## config.mk

```make
export PLATFORM = sky130hd
export DESIGN_NAME = cpu_top
export DESIGN_NICKNAME = d
export VERILOG_FILES = /design/src/logic/isa_pkg.sv /design/src/logic/pipe_pkg.sv /design/src/logic/cpu_fetch.sv /design/src/logic/cpu_id.sv /design/src/logic/cpu_ex.sv /design/src/logic/cpu_mem.sv /design/src/logic/cpu_top.sv
export SDC_FILE = /design/constraint.sdc
export NUM_CORES = 2
export LEC_CHECK = 0
export BUFFER_PORTS_ARGS = -buffer_cell sky130_fd_sc_hd__buf_2
export CAP_MARGIN = 20
export CORE_UTILIZATION = 45
export DETAILED_ROUTE_END_ITERATION = 16
export SKIP_LAST_GASP = 1
export SLEW_MARGIN = 20
export SYNTH_ARGS = -nofsm -noshare
export SYNTH_HDL_FRONTEND = slang
export SYNTH_HIERARCHICAL = 1
export SYNTH_SLANG_ARGS = --single-unit
```

## constraint.sdc

```tcl
create_clock -name clk -period 9.1 [get_ports clk]
set_clock_uncertainty 0.15 [all_clocks]
set_input_delay 1.365 -clock clk [delete_from_list [all_inputs] [get_ports clk]]
set_output_delay 1.365 -clock clk [all_outputs]
set_load 0.02 [all_outputs]
```

## src/logic/isa_pkg.sv

```systemverilog
`default_nettype none

package isa_pkg;

	// ======================================================================
	// opcodes and R-type function codes
	// ======================================================================
	localparam logic [5:0] op_rtype = 6'h00;
	localparam logic [5:0] op_j     = 6'h02;
	localparam logic [5:0] op_jal   = 6'h03;
	localparam logic [5:0] op_beq   = 6'h04;
	localparam logic [5:0] op_bne   = 6'h05;
	localparam logic [5:0] op_jr    = 6'h08;
	localparam logic [5:0] op_jalr  = 6'h09;
	localparam logic [5:0] op_addi  = 6'h0a;
	localparam logic [5:0] op_andi  = 6'h0c;
	localparam logic [5:0] op_ori   = 6'h0d;
	localparam logic [5:0] op_lw    = 6'h23;
	localparam logic [5:0] op_sw    = 6'h2b;

	localparam logic [5:0] fn_sll = 6'h00;
	localparam logic [5:0] fn_srl = 6'h02;
	localparam logic [5:0] fn_add = 6'h20;
	localparam logic [5:0] fn_sub = 6'h22;
	localparam logic [5:0] fn_and = 6'h24;
	localparam logic [5:0] fn_or  = 6'h25;
	localparam logic [5:0] fn_xor = 6'h26;
	localparam logic [5:0] fn_slt = 6'h2a;

	localparam logic [4:0] link_reg = 5'd31; // jal target register.

	typedef enum logic [3:0] {
		alu_add,
		alu_sub,
		alu_and,
		alu_or,
		alu_xor,
		alu_slt,
		alu_sll,
		alu_srl
	} alu_op_t;

	// ======================================================================
	// instruction word in its three encodings
	// ======================================================================
	typedef struct packed {
		logic [5:0] opcode;
		logic [4:0] rs;
		logic [4:0] rt;
		logic [4:0] rd;
		logic [4:0] shamt;
		logic [5:0] funct;
	} r_form_t;

	typedef struct packed {
		logic [5:0]  opcode;
		logic [4:0]  rs;
		logic [4:0]  rt;
		logic [15:0] imm16;
	} i_form_t;

	typedef struct packed {
		logic [5:0]  opcode;
		logic [25:0] index26;
	} j_form_t;

	typedef union packed {
		r_form_t r;
		i_form_t i;
		j_form_t j;
	} inst_t;

endpackage

`default_nettype wire

```

## src/logic/pipe_pkg.sv

```systemverilog
`default_nettype none

package pipe_pkg;
	import isa_pkg::*;

	// writeback source select.
	localparam logic [1:0] wb_alu  = 2'd0;
	localparam logic [1:0] wb_load = 2'd1;
	localparam logic [1:0] wb_link = 2'd2;

	typedef struct packed {
		logic [31:0] pc;
		logic [31:0] inst;
	} if_id_t;

	typedef struct packed {
		logic [31:0] rfa;
		logic [31:0] rfb;      // rt value, also store data.
		logic [31:0] opb;      // rt value or extended immediate.
		logic [4:0]  shamt;
		alu_op_t     alu_op;
		logic [4:0]  waddr;
		logic [31:0] link;
		logic        rfw;
		logic [1:0]  wbsource;
		logic        drw;
	} id_ex_t;

	typedef struct packed {
		logic [31:0] result;
		logic [31:0] sdata;
		logic [4:0]  waddr;
		logic        rfw;
		logic [1:0]  wbsource;
		logic        drw;
		logic [31:0] link;
	} ex_mem_t;

	typedef struct packed {
		logic        rfw;
		logic [4:0]  waddr;
		logic [31:0] wdata;
	} wb_t;

endpackage

`default_nettype wire

```

## src/logic/cpu_fetch.sv

```systemverilog
`timescale 1ns/1ps
`default_nettype none

module cpu_fetch
	import pipe_pkg::*;
(
	input  wire         clk,
	input  wire         rst,
	output logic [31:0] imem_addr,
	input  wire  [31:0] imem_data,
	input  wire         branch_taken,
	input  wire         jump_taken,
	input  wire  [31:0] target,
	output if_id_t      if_id
);

	logic [31:0] pc;
	logic [31:0] pc_next;

	assign imem_addr = pc;

	// the delay slot is already being fetched when decode redirects.
	assign pc_next = (branch_taken || jump_taken) ? target : pc + 32'd4;

	always_ff @(posedge clk) begin
		if (rst) begin
			pc <= 32'd0;
		end else begin
			pc <= pc_next;
		end
	end

	always_ff @(posedge clk) begin
		if_id.pc   <= pc;
		if_id.inst <= imem_data;
		if (rst)
			if_id.inst <= 32'd0; // sll r0 as nop.
	end

	assert property (@(posedge clk) disable iff (rst) pc[1:0] == 2'b00)
		else $error("pc not word aligned: %h", pc);

endmodule

`default_nettype wire

```

## src/logic/cpu_id.sv

```systemverilog
`timescale 1ns/1ps
`default_nettype none

module cpu_id
	import isa_pkg::*, pipe_pkg::*;
(
	input  wire         clk,
	input  wire         rst,
	input  wire if_id_t if_id,
	input  wire wb_t    wb,
	output logic        branch_taken,
	output logic        jump_taken,
	output logic [31:0] target,
	output id_ex_t      id_ex
);

	inst_t       inst;
	logic [31:0] rf [31:1];
	logic [31:0] rs_val;
	logic [31:0] rt_val;
	logic [31:0] pc_plus4;
	logic [31:0] imm_ext;
	logic [31:0] br_target;
	logic [31:0] jmp_target;
	alu_op_t     alu_op;
	logic        rfw;
	logic        drw;
	logic        use_imm;
	logic        zero_ext;
	logic [1:0]  wbsource;
	logic [4:0]  waddr;

	assign inst = if_id.inst;

	// ======================================================================
	// register file
	// ======================================================================
	assign rs_val = (inst.r.rs == 5'd0) ? 32'd0 : rf[inst.r.rs];
	assign rt_val = (inst.r.rt == 5'd0) ? 32'd0 : rf[inst.r.rt];

	always_ff @(posedge clk) begin
		if (wb.rfw && wb.waddr != 5'd0)
			rf[wb.waddr] <= wb.wdata;
	end

	// ======================================================================
	// control decode
	// ======================================================================
	always_comb begin
		alu_op   = alu_add;
		rfw      = 1'b0;
		drw      = 1'b0;
		use_imm  = 1'b1;
		zero_ext = 1'b0;
		wbsource = wb_alu;
		waddr    = inst.i.rt;
		case (inst.r.opcode)
			op_rtype: begin
				use_imm = 1'b0;
				rfw     = 1'b1;
				waddr   = inst.r.rd;
				case (inst.r.funct)
					fn_add:  alu_op = alu_add;
					fn_sub:  alu_op = alu_sub;
					fn_and:  alu_op = alu_and;
					fn_or:   alu_op = alu_or;
					fn_xor:  alu_op = alu_xor;
					fn_slt:  alu_op = alu_slt;
					fn_sll:  alu_op = alu_sll;
					fn_srl:  alu_op = alu_srl;
					default: rfw = 1'b0; // unknown funct is a nop.
				endcase
			end
			op_addi: rfw = 1'b1;
			op_andi: begin
				rfw      = 1'b1;
				alu_op   = alu_and;
				zero_ext = 1'b1;
			end
			op_ori: begin
				rfw      = 1'b1;
				alu_op   = alu_or;
				zero_ext = 1'b1;
			end
			op_lw: begin
				rfw      = 1'b1;
				wbsource = wb_load;
			end
			op_sw: drw = 1'b1;
			op_jal: begin
				rfw      = 1'b1;
				waddr    = link_reg;
				wbsource = wb_link;
			end
			op_jalr: begin
				rfw      = 1'b1;
				wbsource = wb_link; // links to rt.
			end
			default: ;
		endcase
	end

	assign imm_ext = zero_ext ? {16'd0, inst.i.imm16} : {{16{inst.i.imm16[15]}}, inst.i.imm16};

	// ======================================================================
	// branch and jump resolution
	// ======================================================================
	assign pc_plus4  = if_id.pc + 32'd4;
	assign br_target = pc_plus4 + {{14{inst.i.imm16[15]}}, inst.i.imm16, 2'b00};

	always_comb begin
		if (inst.j.opcode == op_jr || inst.j.opcode == op_jalr)
			jmp_target = rs_val;
		else
			jmp_target = {pc_plus4[31:28], inst.j.index26, 2'b00};
	end

	assign branch_taken = (inst.i.opcode == op_beq && rs_val == rt_val) ||
		(inst.i.opcode == op_bne && rs_val != rt_val);
	assign jump_taken = inst.j.opcode == op_j || inst.j.opcode == op_jal ||
		inst.j.opcode == op_jr || inst.j.opcode == op_jalr;
	assign target = jump_taken ? jmp_target : br_target;

	// ======================================================================
	// decode/execute register
	// ======================================================================
	always_ff @(posedge clk) begin
		id_ex.rfa      <= rs_val;
		id_ex.rfb      <= rt_val;
		id_ex.opb      <= use_imm ? imm_ext : rt_val;
		id_ex.shamt    <= inst.r.shamt;
		id_ex.alu_op   <= alu_op;
		id_ex.waddr    <= waddr;
		id_ex.link     <= if_id.pc + 32'd8; // past the delay slot.
		id_ex.rfw      <= rfw && waddr != 5'd0; // r0 writes retire nothing.
		id_ex.wbsource <= wbsource;
		id_ex.drw      <= drw;
		if (rst) begin
			id_ex.rfw <= 1'b0;
			id_ex.drw <= 1'b0;
		end
	end

	assert property (@(posedge clk) disable iff (rst) !(branch_taken && jump_taken))
		else $error("branch and jump taken together at pc %h", if_id.pc);

endmodule

`default_nettype wire

```

## src/logic/cpu_ex.sv

```systemverilog
`timescale 1ns/1ps
`default_nettype none

module cpu_ex
	import isa_pkg::*, pipe_pkg::*;
(
	input  wire         clk,
	input  wire         rst,
	input  wire id_ex_t id_ex,
	output ex_mem_t     ex_mem
);

	logic [31:0] result;

	// ======================================================================
	// ALU
	// ======================================================================
	always_comb begin
		case (id_ex.alu_op)
			alu_add: result = id_ex.rfa + id_ex.opb; // also load/store address.
			alu_sub: result = id_ex.rfa - id_ex.opb;
			alu_and: result = id_ex.rfa & id_ex.opb;
			alu_or:  result = id_ex.rfa | id_ex.opb;
			alu_xor: result = id_ex.rfa ^ id_ex.opb;
			alu_slt: result = {31'd0, $signed(id_ex.rfa) < $signed(id_ex.opb)};
			alu_sll: result = id_ex.opb << id_ex.shamt;
			alu_srl: result = id_ex.opb >> id_ex.shamt;
			default: result = 32'd0;
		endcase
	end

	// ======================================================================
	// execute/memory register
	// ======================================================================
	always_ff @(posedge clk) begin
		ex_mem.result   <= result;
		ex_mem.sdata    <= id_ex.rfb;
		ex_mem.waddr    <= id_ex.waddr;
		ex_mem.rfw      <= id_ex.rfw;
		ex_mem.wbsource <= id_ex.wbsource;
		ex_mem.drw      <= id_ex.drw;
		ex_mem.link     <= id_ex.link;
		if (rst) begin
			ex_mem.rfw <= 1'b0;
			ex_mem.drw <= 1'b0;
		end
	end

endmodule

`default_nettype wire

```

## src/logic/cpu_mem.sv

```systemverilog
`timescale 1ns/1ps
`default_nettype none

module cpu_mem
	import pipe_pkg::*;
(
	input  wire          clk,
	input  wire          rst,
	input  wire ex_mem_t ex_mem,
	output logic [31:0]  dmem_addr,
	output logic [31:0]  dmem_wdata,
	output logic         dmem_we,
	input  wire  [31:0]  dmem_rdata,
	output wb_t          wb
);

	logic [31:0] wdata;

	// data port is a plain combinational read with a write strobe.
	assign dmem_addr  = ex_mem.result;
	assign dmem_wdata = ex_mem.sdata;
	assign dmem_we    = ex_mem.drw;

	always_comb begin
		case (ex_mem.wbsource)
			wb_load: wdata = dmem_rdata;
			wb_link: wdata = ex_mem.link;
			default: wdata = ex_mem.result;
		endcase
	end

	always_ff @(posedge clk) begin
		wb.rfw   <= ex_mem.rfw;
		wb.waddr <= ex_mem.waddr;
		wb.wdata <= wdata;
		if (rst)
			wb.rfw <= 1'b0;
	end

	assert property (@(posedge clk) disable iff (rst) !(ex_mem.drw && ex_mem.rfw))
		else $error("store also requests write to r%0d", ex_mem.waddr);

endmodule

`default_nettype wire

```

## src/logic/cpu_top.sv

```systemverilog
`timescale 1ns/1ps
`default_nettype none

module cpu_top
	import pipe_pkg::*;
(
	input  wire         clk,
	input  wire         rst,
	output logic [31:0] imem_addr,
	input  wire  [31:0] imem_data,
	output logic [31:0] dmem_addr,
	output logic [31:0] dmem_wdata,
	output logic        dmem_we,
	input  wire  [31:0] dmem_rdata,
	output wb_t         retire
);

	if_id_t      if_id;
	id_ex_t      id_ex;
	ex_mem_t     ex_mem;
	logic        branch_taken;
	logic        jump_taken;
	logic [31:0] target;

	cpu_fetch fetch0 (
		.clk          (clk),
		.rst          (rst),
		.imem_addr    (imem_addr),
		.imem_data    (imem_data),
		.branch_taken (branch_taken),
		.jump_taken   (jump_taken),
		.target       (target),
		.if_id        (if_id)
	);

	cpu_id id0 (
		.clk          (clk),
		.rst          (rst),
		.if_id        (if_id),
		.wb           (retire), // writeback bus doubles as retire record.
		.branch_taken (branch_taken),
		.jump_taken   (jump_taken),
		.target       (target),
		.id_ex        (id_ex)
	);

	cpu_ex ex0 (
		.clk    (clk),
		.rst    (rst),
		.id_ex  (id_ex),
		.ex_mem (ex_mem)
	);

	cpu_mem mem0 (
		.clk        (clk),
		.rst        (rst),
		.ex_mem     (ex_mem),
		.dmem_addr  (dmem_addr),
		.dmem_wdata (dmem_wdata),
		.dmem_we    (dmem_we),
		.dmem_rdata (dmem_rdata),
		.wb         (retire)
	);

endmodule

`default_nettype wire

```

==> impl_metrics.csv <==
group,metric,value,unit
outcome,status,"finished clean",
routing,firstDrtPassIters,8,
timing,max_slew_margin,0.1823,
timing,setup_viol,0,
routing,highest_layer,"met5",
flow_run,max-cap-violations,0,
timing,worstMarginPinSlew,1.227,ns
global_routing,grt_use_total,0.3117,
routing,vias,47703,
global_routing,grt_max_degree,107,
hold_path,hold-path-endpoint,"ex0/ex_mem[14]$_DFF_P_",
floorplan,die_w,393.4,um
placed_design,post-place-ws,2.810,ns
yosys,synth_seq_area_share,0.5437,
yosys,synthFlopType,"edfxtp_1",
yosys,syn-mean-instance-area,13.48,um^2
timing,timing.hold.ws,0.1719,ns
worst_setup_path,path_buf_inv,1,
worst_setup_path,arrival,6.64,ns
timing,final_max_slew_viol_count,0,
layout,drive_gt1_frac,0.2190,
pwr,cellPowerDensity,212.5,nW/um^2
timing,hold_violations,0,
routing,wl_met3,24380,um
yosys,synth.cell_area,68920,um^2
timing,min_period,6.124,ns
yosys,ys_async_sr_fraction,0,
placed_design,dp_cells,7071,
clock_network,clk_pin_slew_worst_paths,0.06,ns
worst_setup_path,worstPathRequired,9.62,ns
global_routing,first_global_vias,45775,
clock_network,postCtsSetupBuffers,0,
layout,fillerInstances,12997,
yosys,synth_compound_gate_area_share,0.09747,
worst_setup_path,path_cells,"buf_12 -> mux4_2 -> a22o_1 -> a211oi_1 -> o21ai_0 -> xor2_1 -> nor2_1 -> nand4_1 -> nor4_2 -> mux2i_1 -> or2_2 -> nor3b_1 -> a21boi_0 -> nand3b_1",
yosys,synth_seq_cells,1376,
routing,via_per_inst,6.488,
pwr,total_power,16.29,mW
worst_setup_path,cp_max_fo,106,
layout,area_delta_synth_final,11.18,%
worst_setup_path,setup.worst_path.start_class,"flop",
routing,drt_iter0_drc,6065,
worst_setup_path,ff2ff_setup_slack,2.98,ns
floorplan,rows,143,
clock_network,cts_max_path_buffers,3,
hold_path,timing.hold.worst.start,"id0/id_ex[18]$_DFF_P_",
yosys,synthSimpleGateAreaFrac,0.07338,
routing,remaining_drc_errors,0,
worst_setup_path,r2r_start,"fetch0/if_id[22]$_SDFF_PP0_",
timing,grt_setup_unrepaired,"false",
yosys,ys_types,103,
yosys,yosys.area_share.xor_xnor,0.01804,
worst_setup_path,critPathLaunch,"fetch0/if_id[22]$_SDFF_PP0_",
floorplan,die_area,154700,um^2
pwr,ir_worst_vdd,0.1850,mV
timing,fin_ws,2.976,ns
floorplan,ioPinCount,201,
clock_network,ctsResizeCount,0,
layout,nNetsFinal,5406,
worst_setup_path,reg2reg_to,"fetch0/imem_addr[29]$_SDFF_PP0_",
placed_design,port_buffers,200,
placed_design,dp_hpwl,161800,um
clock_network,cts_sinks,1376,
yosys,synthAdderAreaFrac,0.02683,
worst_setup_path,slowest_stage,"dfxtp_4",
routing,wl,246400,um
yosys,syn_nets,5325,
clock_network,cts_buffers,149,
hold_path,hold_path_class,"flop to flop",
global_routing,grt_pass1_wl,343600,um
clock_network,clock_latency,0.81,ns
yosys,synth_top_family_by_area,"multiplexers",
floorplan,die_h,393.4,um
clock_network,ctsHoldBuffers,0,
worst_setup_path,critPathKind,"flop to flop",
routing,ant_nets,0,
worst_setup_path,reg2regPathDepth,14,
worst_setup_path,max_stage_delay,0.89,ns
floorplan,start_util,0.4537,
layout,stdcell_count,7352,
placed_design,place_congestion,1.007,
hold_path,hold_depth,0,
clock_network,htree_levels,4,
yosys,syn_inst,5113,
timing,max_freq,0.1633,GHz
routing,wl_met2,114100,um
worst_setup_path,endpoint_kind,"flop",
global_routing,antenna_found_initial,22,
timing,tns,0,ns
worst_setup_path,critPathTopFamily,"simple AND/OR/NAND/NOR gates",
clock_network,cts_root_buffer,"clkbuf_16",
yosys,synth_edf_count,992,
yosys,synthMuxAreaShare,0.1988,
pwr,power_leakage,26.49,nW
routing,wl_per_cell,33.52,um
global_routing,grt_overflow,0,
timing,finalCritPeriodShare,0.6730,
yosys,ys.warnings.count,6,
routing,wl_met1,94860,um
floorplan,core_area,151900,um^2
clock_network,cts_tree,"built",
[cells in the mapped netlist, types with 63 or more instances]
master | n | area [um^2]
clkbuf_1 | 154 | 578.1
inv_1 | 135 | 506.7
xnor2_1 | 94 | 823.3
a21oi_1 | 186 | 930.9
buf_4 | 106 | 795.8
buf_2 | 90 | 450.4
ha_1 | 143 | 1789
nor2_1 | 312 | 1171
nand2_1 | 385 | 1445
o21ai_0 | 169 | 845.8
nand3_1 | 74 | 370.4
dfxtp_1 | 384 | 7687
o22ai_1 | 63 | 394.1
o211ai_1 | 64 | 480.5
mux4_2 | 447 | 10070
mux2i_1 | 322 | 3223
a22oi_1 | 89 | 668.1
a211oi_1 | 94 | 705.7
edfxtp_1 | 992 | 29790
[per-layer routing]
layer / vias up / track usage
met4: 16 / 0.1507
met5: - / 0
li1: 20066 / -
met3: 564 / 0.06568
met2: 2711 / 0.4903
met1: 24346 / 0.4113
[per-stage QoR]
step	instance area (um^2)	utilization
floorplan	68920	-
global placement	71670	0.4718
detailed placement	71680	0.4719
CTS	76580	0.5041
global route	76620	0.5044
finish	76630	0.5045
[logic make-up after synthesis]
kind of cell | count (synthesis)
multiplexers | 804
flip-flops | 1376
XOR/XNOR | 142
AO/OA/AOI/OAI | 997
buffers and inverters | 558
other | 1
adder cells (fa/ha/maj) | 146
AND/OR/NAND/NOR | 1089
[cell type report]
| cell class | count | area (um^2) | share of cell area |
|---|---|---|---|
| sequential | 1376 | 37520 | 0.4896 |
| multi-input combinational | 3179 | 28910 | 0.3773 |
| clock buffer | 211 | 4319 | 0.05636 |
| tap | 2030 | 2540 | 0.03315 |
| timing repair buffer | 350 | 2231 | 0.02911 |
| clock inverter | 62 | 578.1 | 0.007543 |
| inverter | 138 | 518.0 | 0.006760 |
| antenna | 6 | 15.01 | 0.0001959 |
[worst max path at each step]
stage / endpoint / cells past startpoint
after floorplan: fetch0/imem_addr[26]$_SDFF_PP0_ / 21
after global placement: fetch0/imem_addr[31]$_SDFF_PP0_ / 14
after CTS: fetch0/imem_addr[31]$_SDFF_PP0_ / 14
final: fetch0/imem_addr[29]$_SDFF_PP0_ / 14
after detailed placement: fetch0/imem_addr[31]$_SDFF_PP0_ / 14
after global routing: fetch0/imem_addr[29]$_SDFF_PP0_ / 14
[layout by cell type, fill, tap and decap left out, drive strengths merged, types with 76 or more instances in the layout]
| cell | synthesis | final |
|---|---|---|
| nand2 | 386 | 386 |
| edfxtp | 992 | 992 |
| nor2 | 312 | 312 |
| ha | 143 | 143 |
| clkbuf | 159 | 212 |
| buf | 261 | 349 |
| mux2i | 322 | 322 |
| a211oi | 95 | 95 |
| a22oi | 89 | 89 |
| xnor2 | 94 | 94 |
| a21oi | 192 | 192 |
| inv | 136 | 146 |
| mux4 | 448 | 448 |
| o21ai | 214 | 214 |
| dfxtp | 384 | 384 |
| nand3 | 76 | 76 |
[registers in the layout (all words and copies together), names as in the netlist]
name	flops
ex0/ex_mem	105
fetch0/if_id	64
fetch0/imem_addr	32
id0/id_ex	145
id0/rf	992
mem0/wb	38
[power by group]
part           total (mW)  switching, mW  internal (mW)
Clock                6.04           2.59           3.45
Combinational        2.73           1.88          0.851
Sequential           7.51          0.328           7.19
No activity file was read; power rests on OpenSTA's default activity.
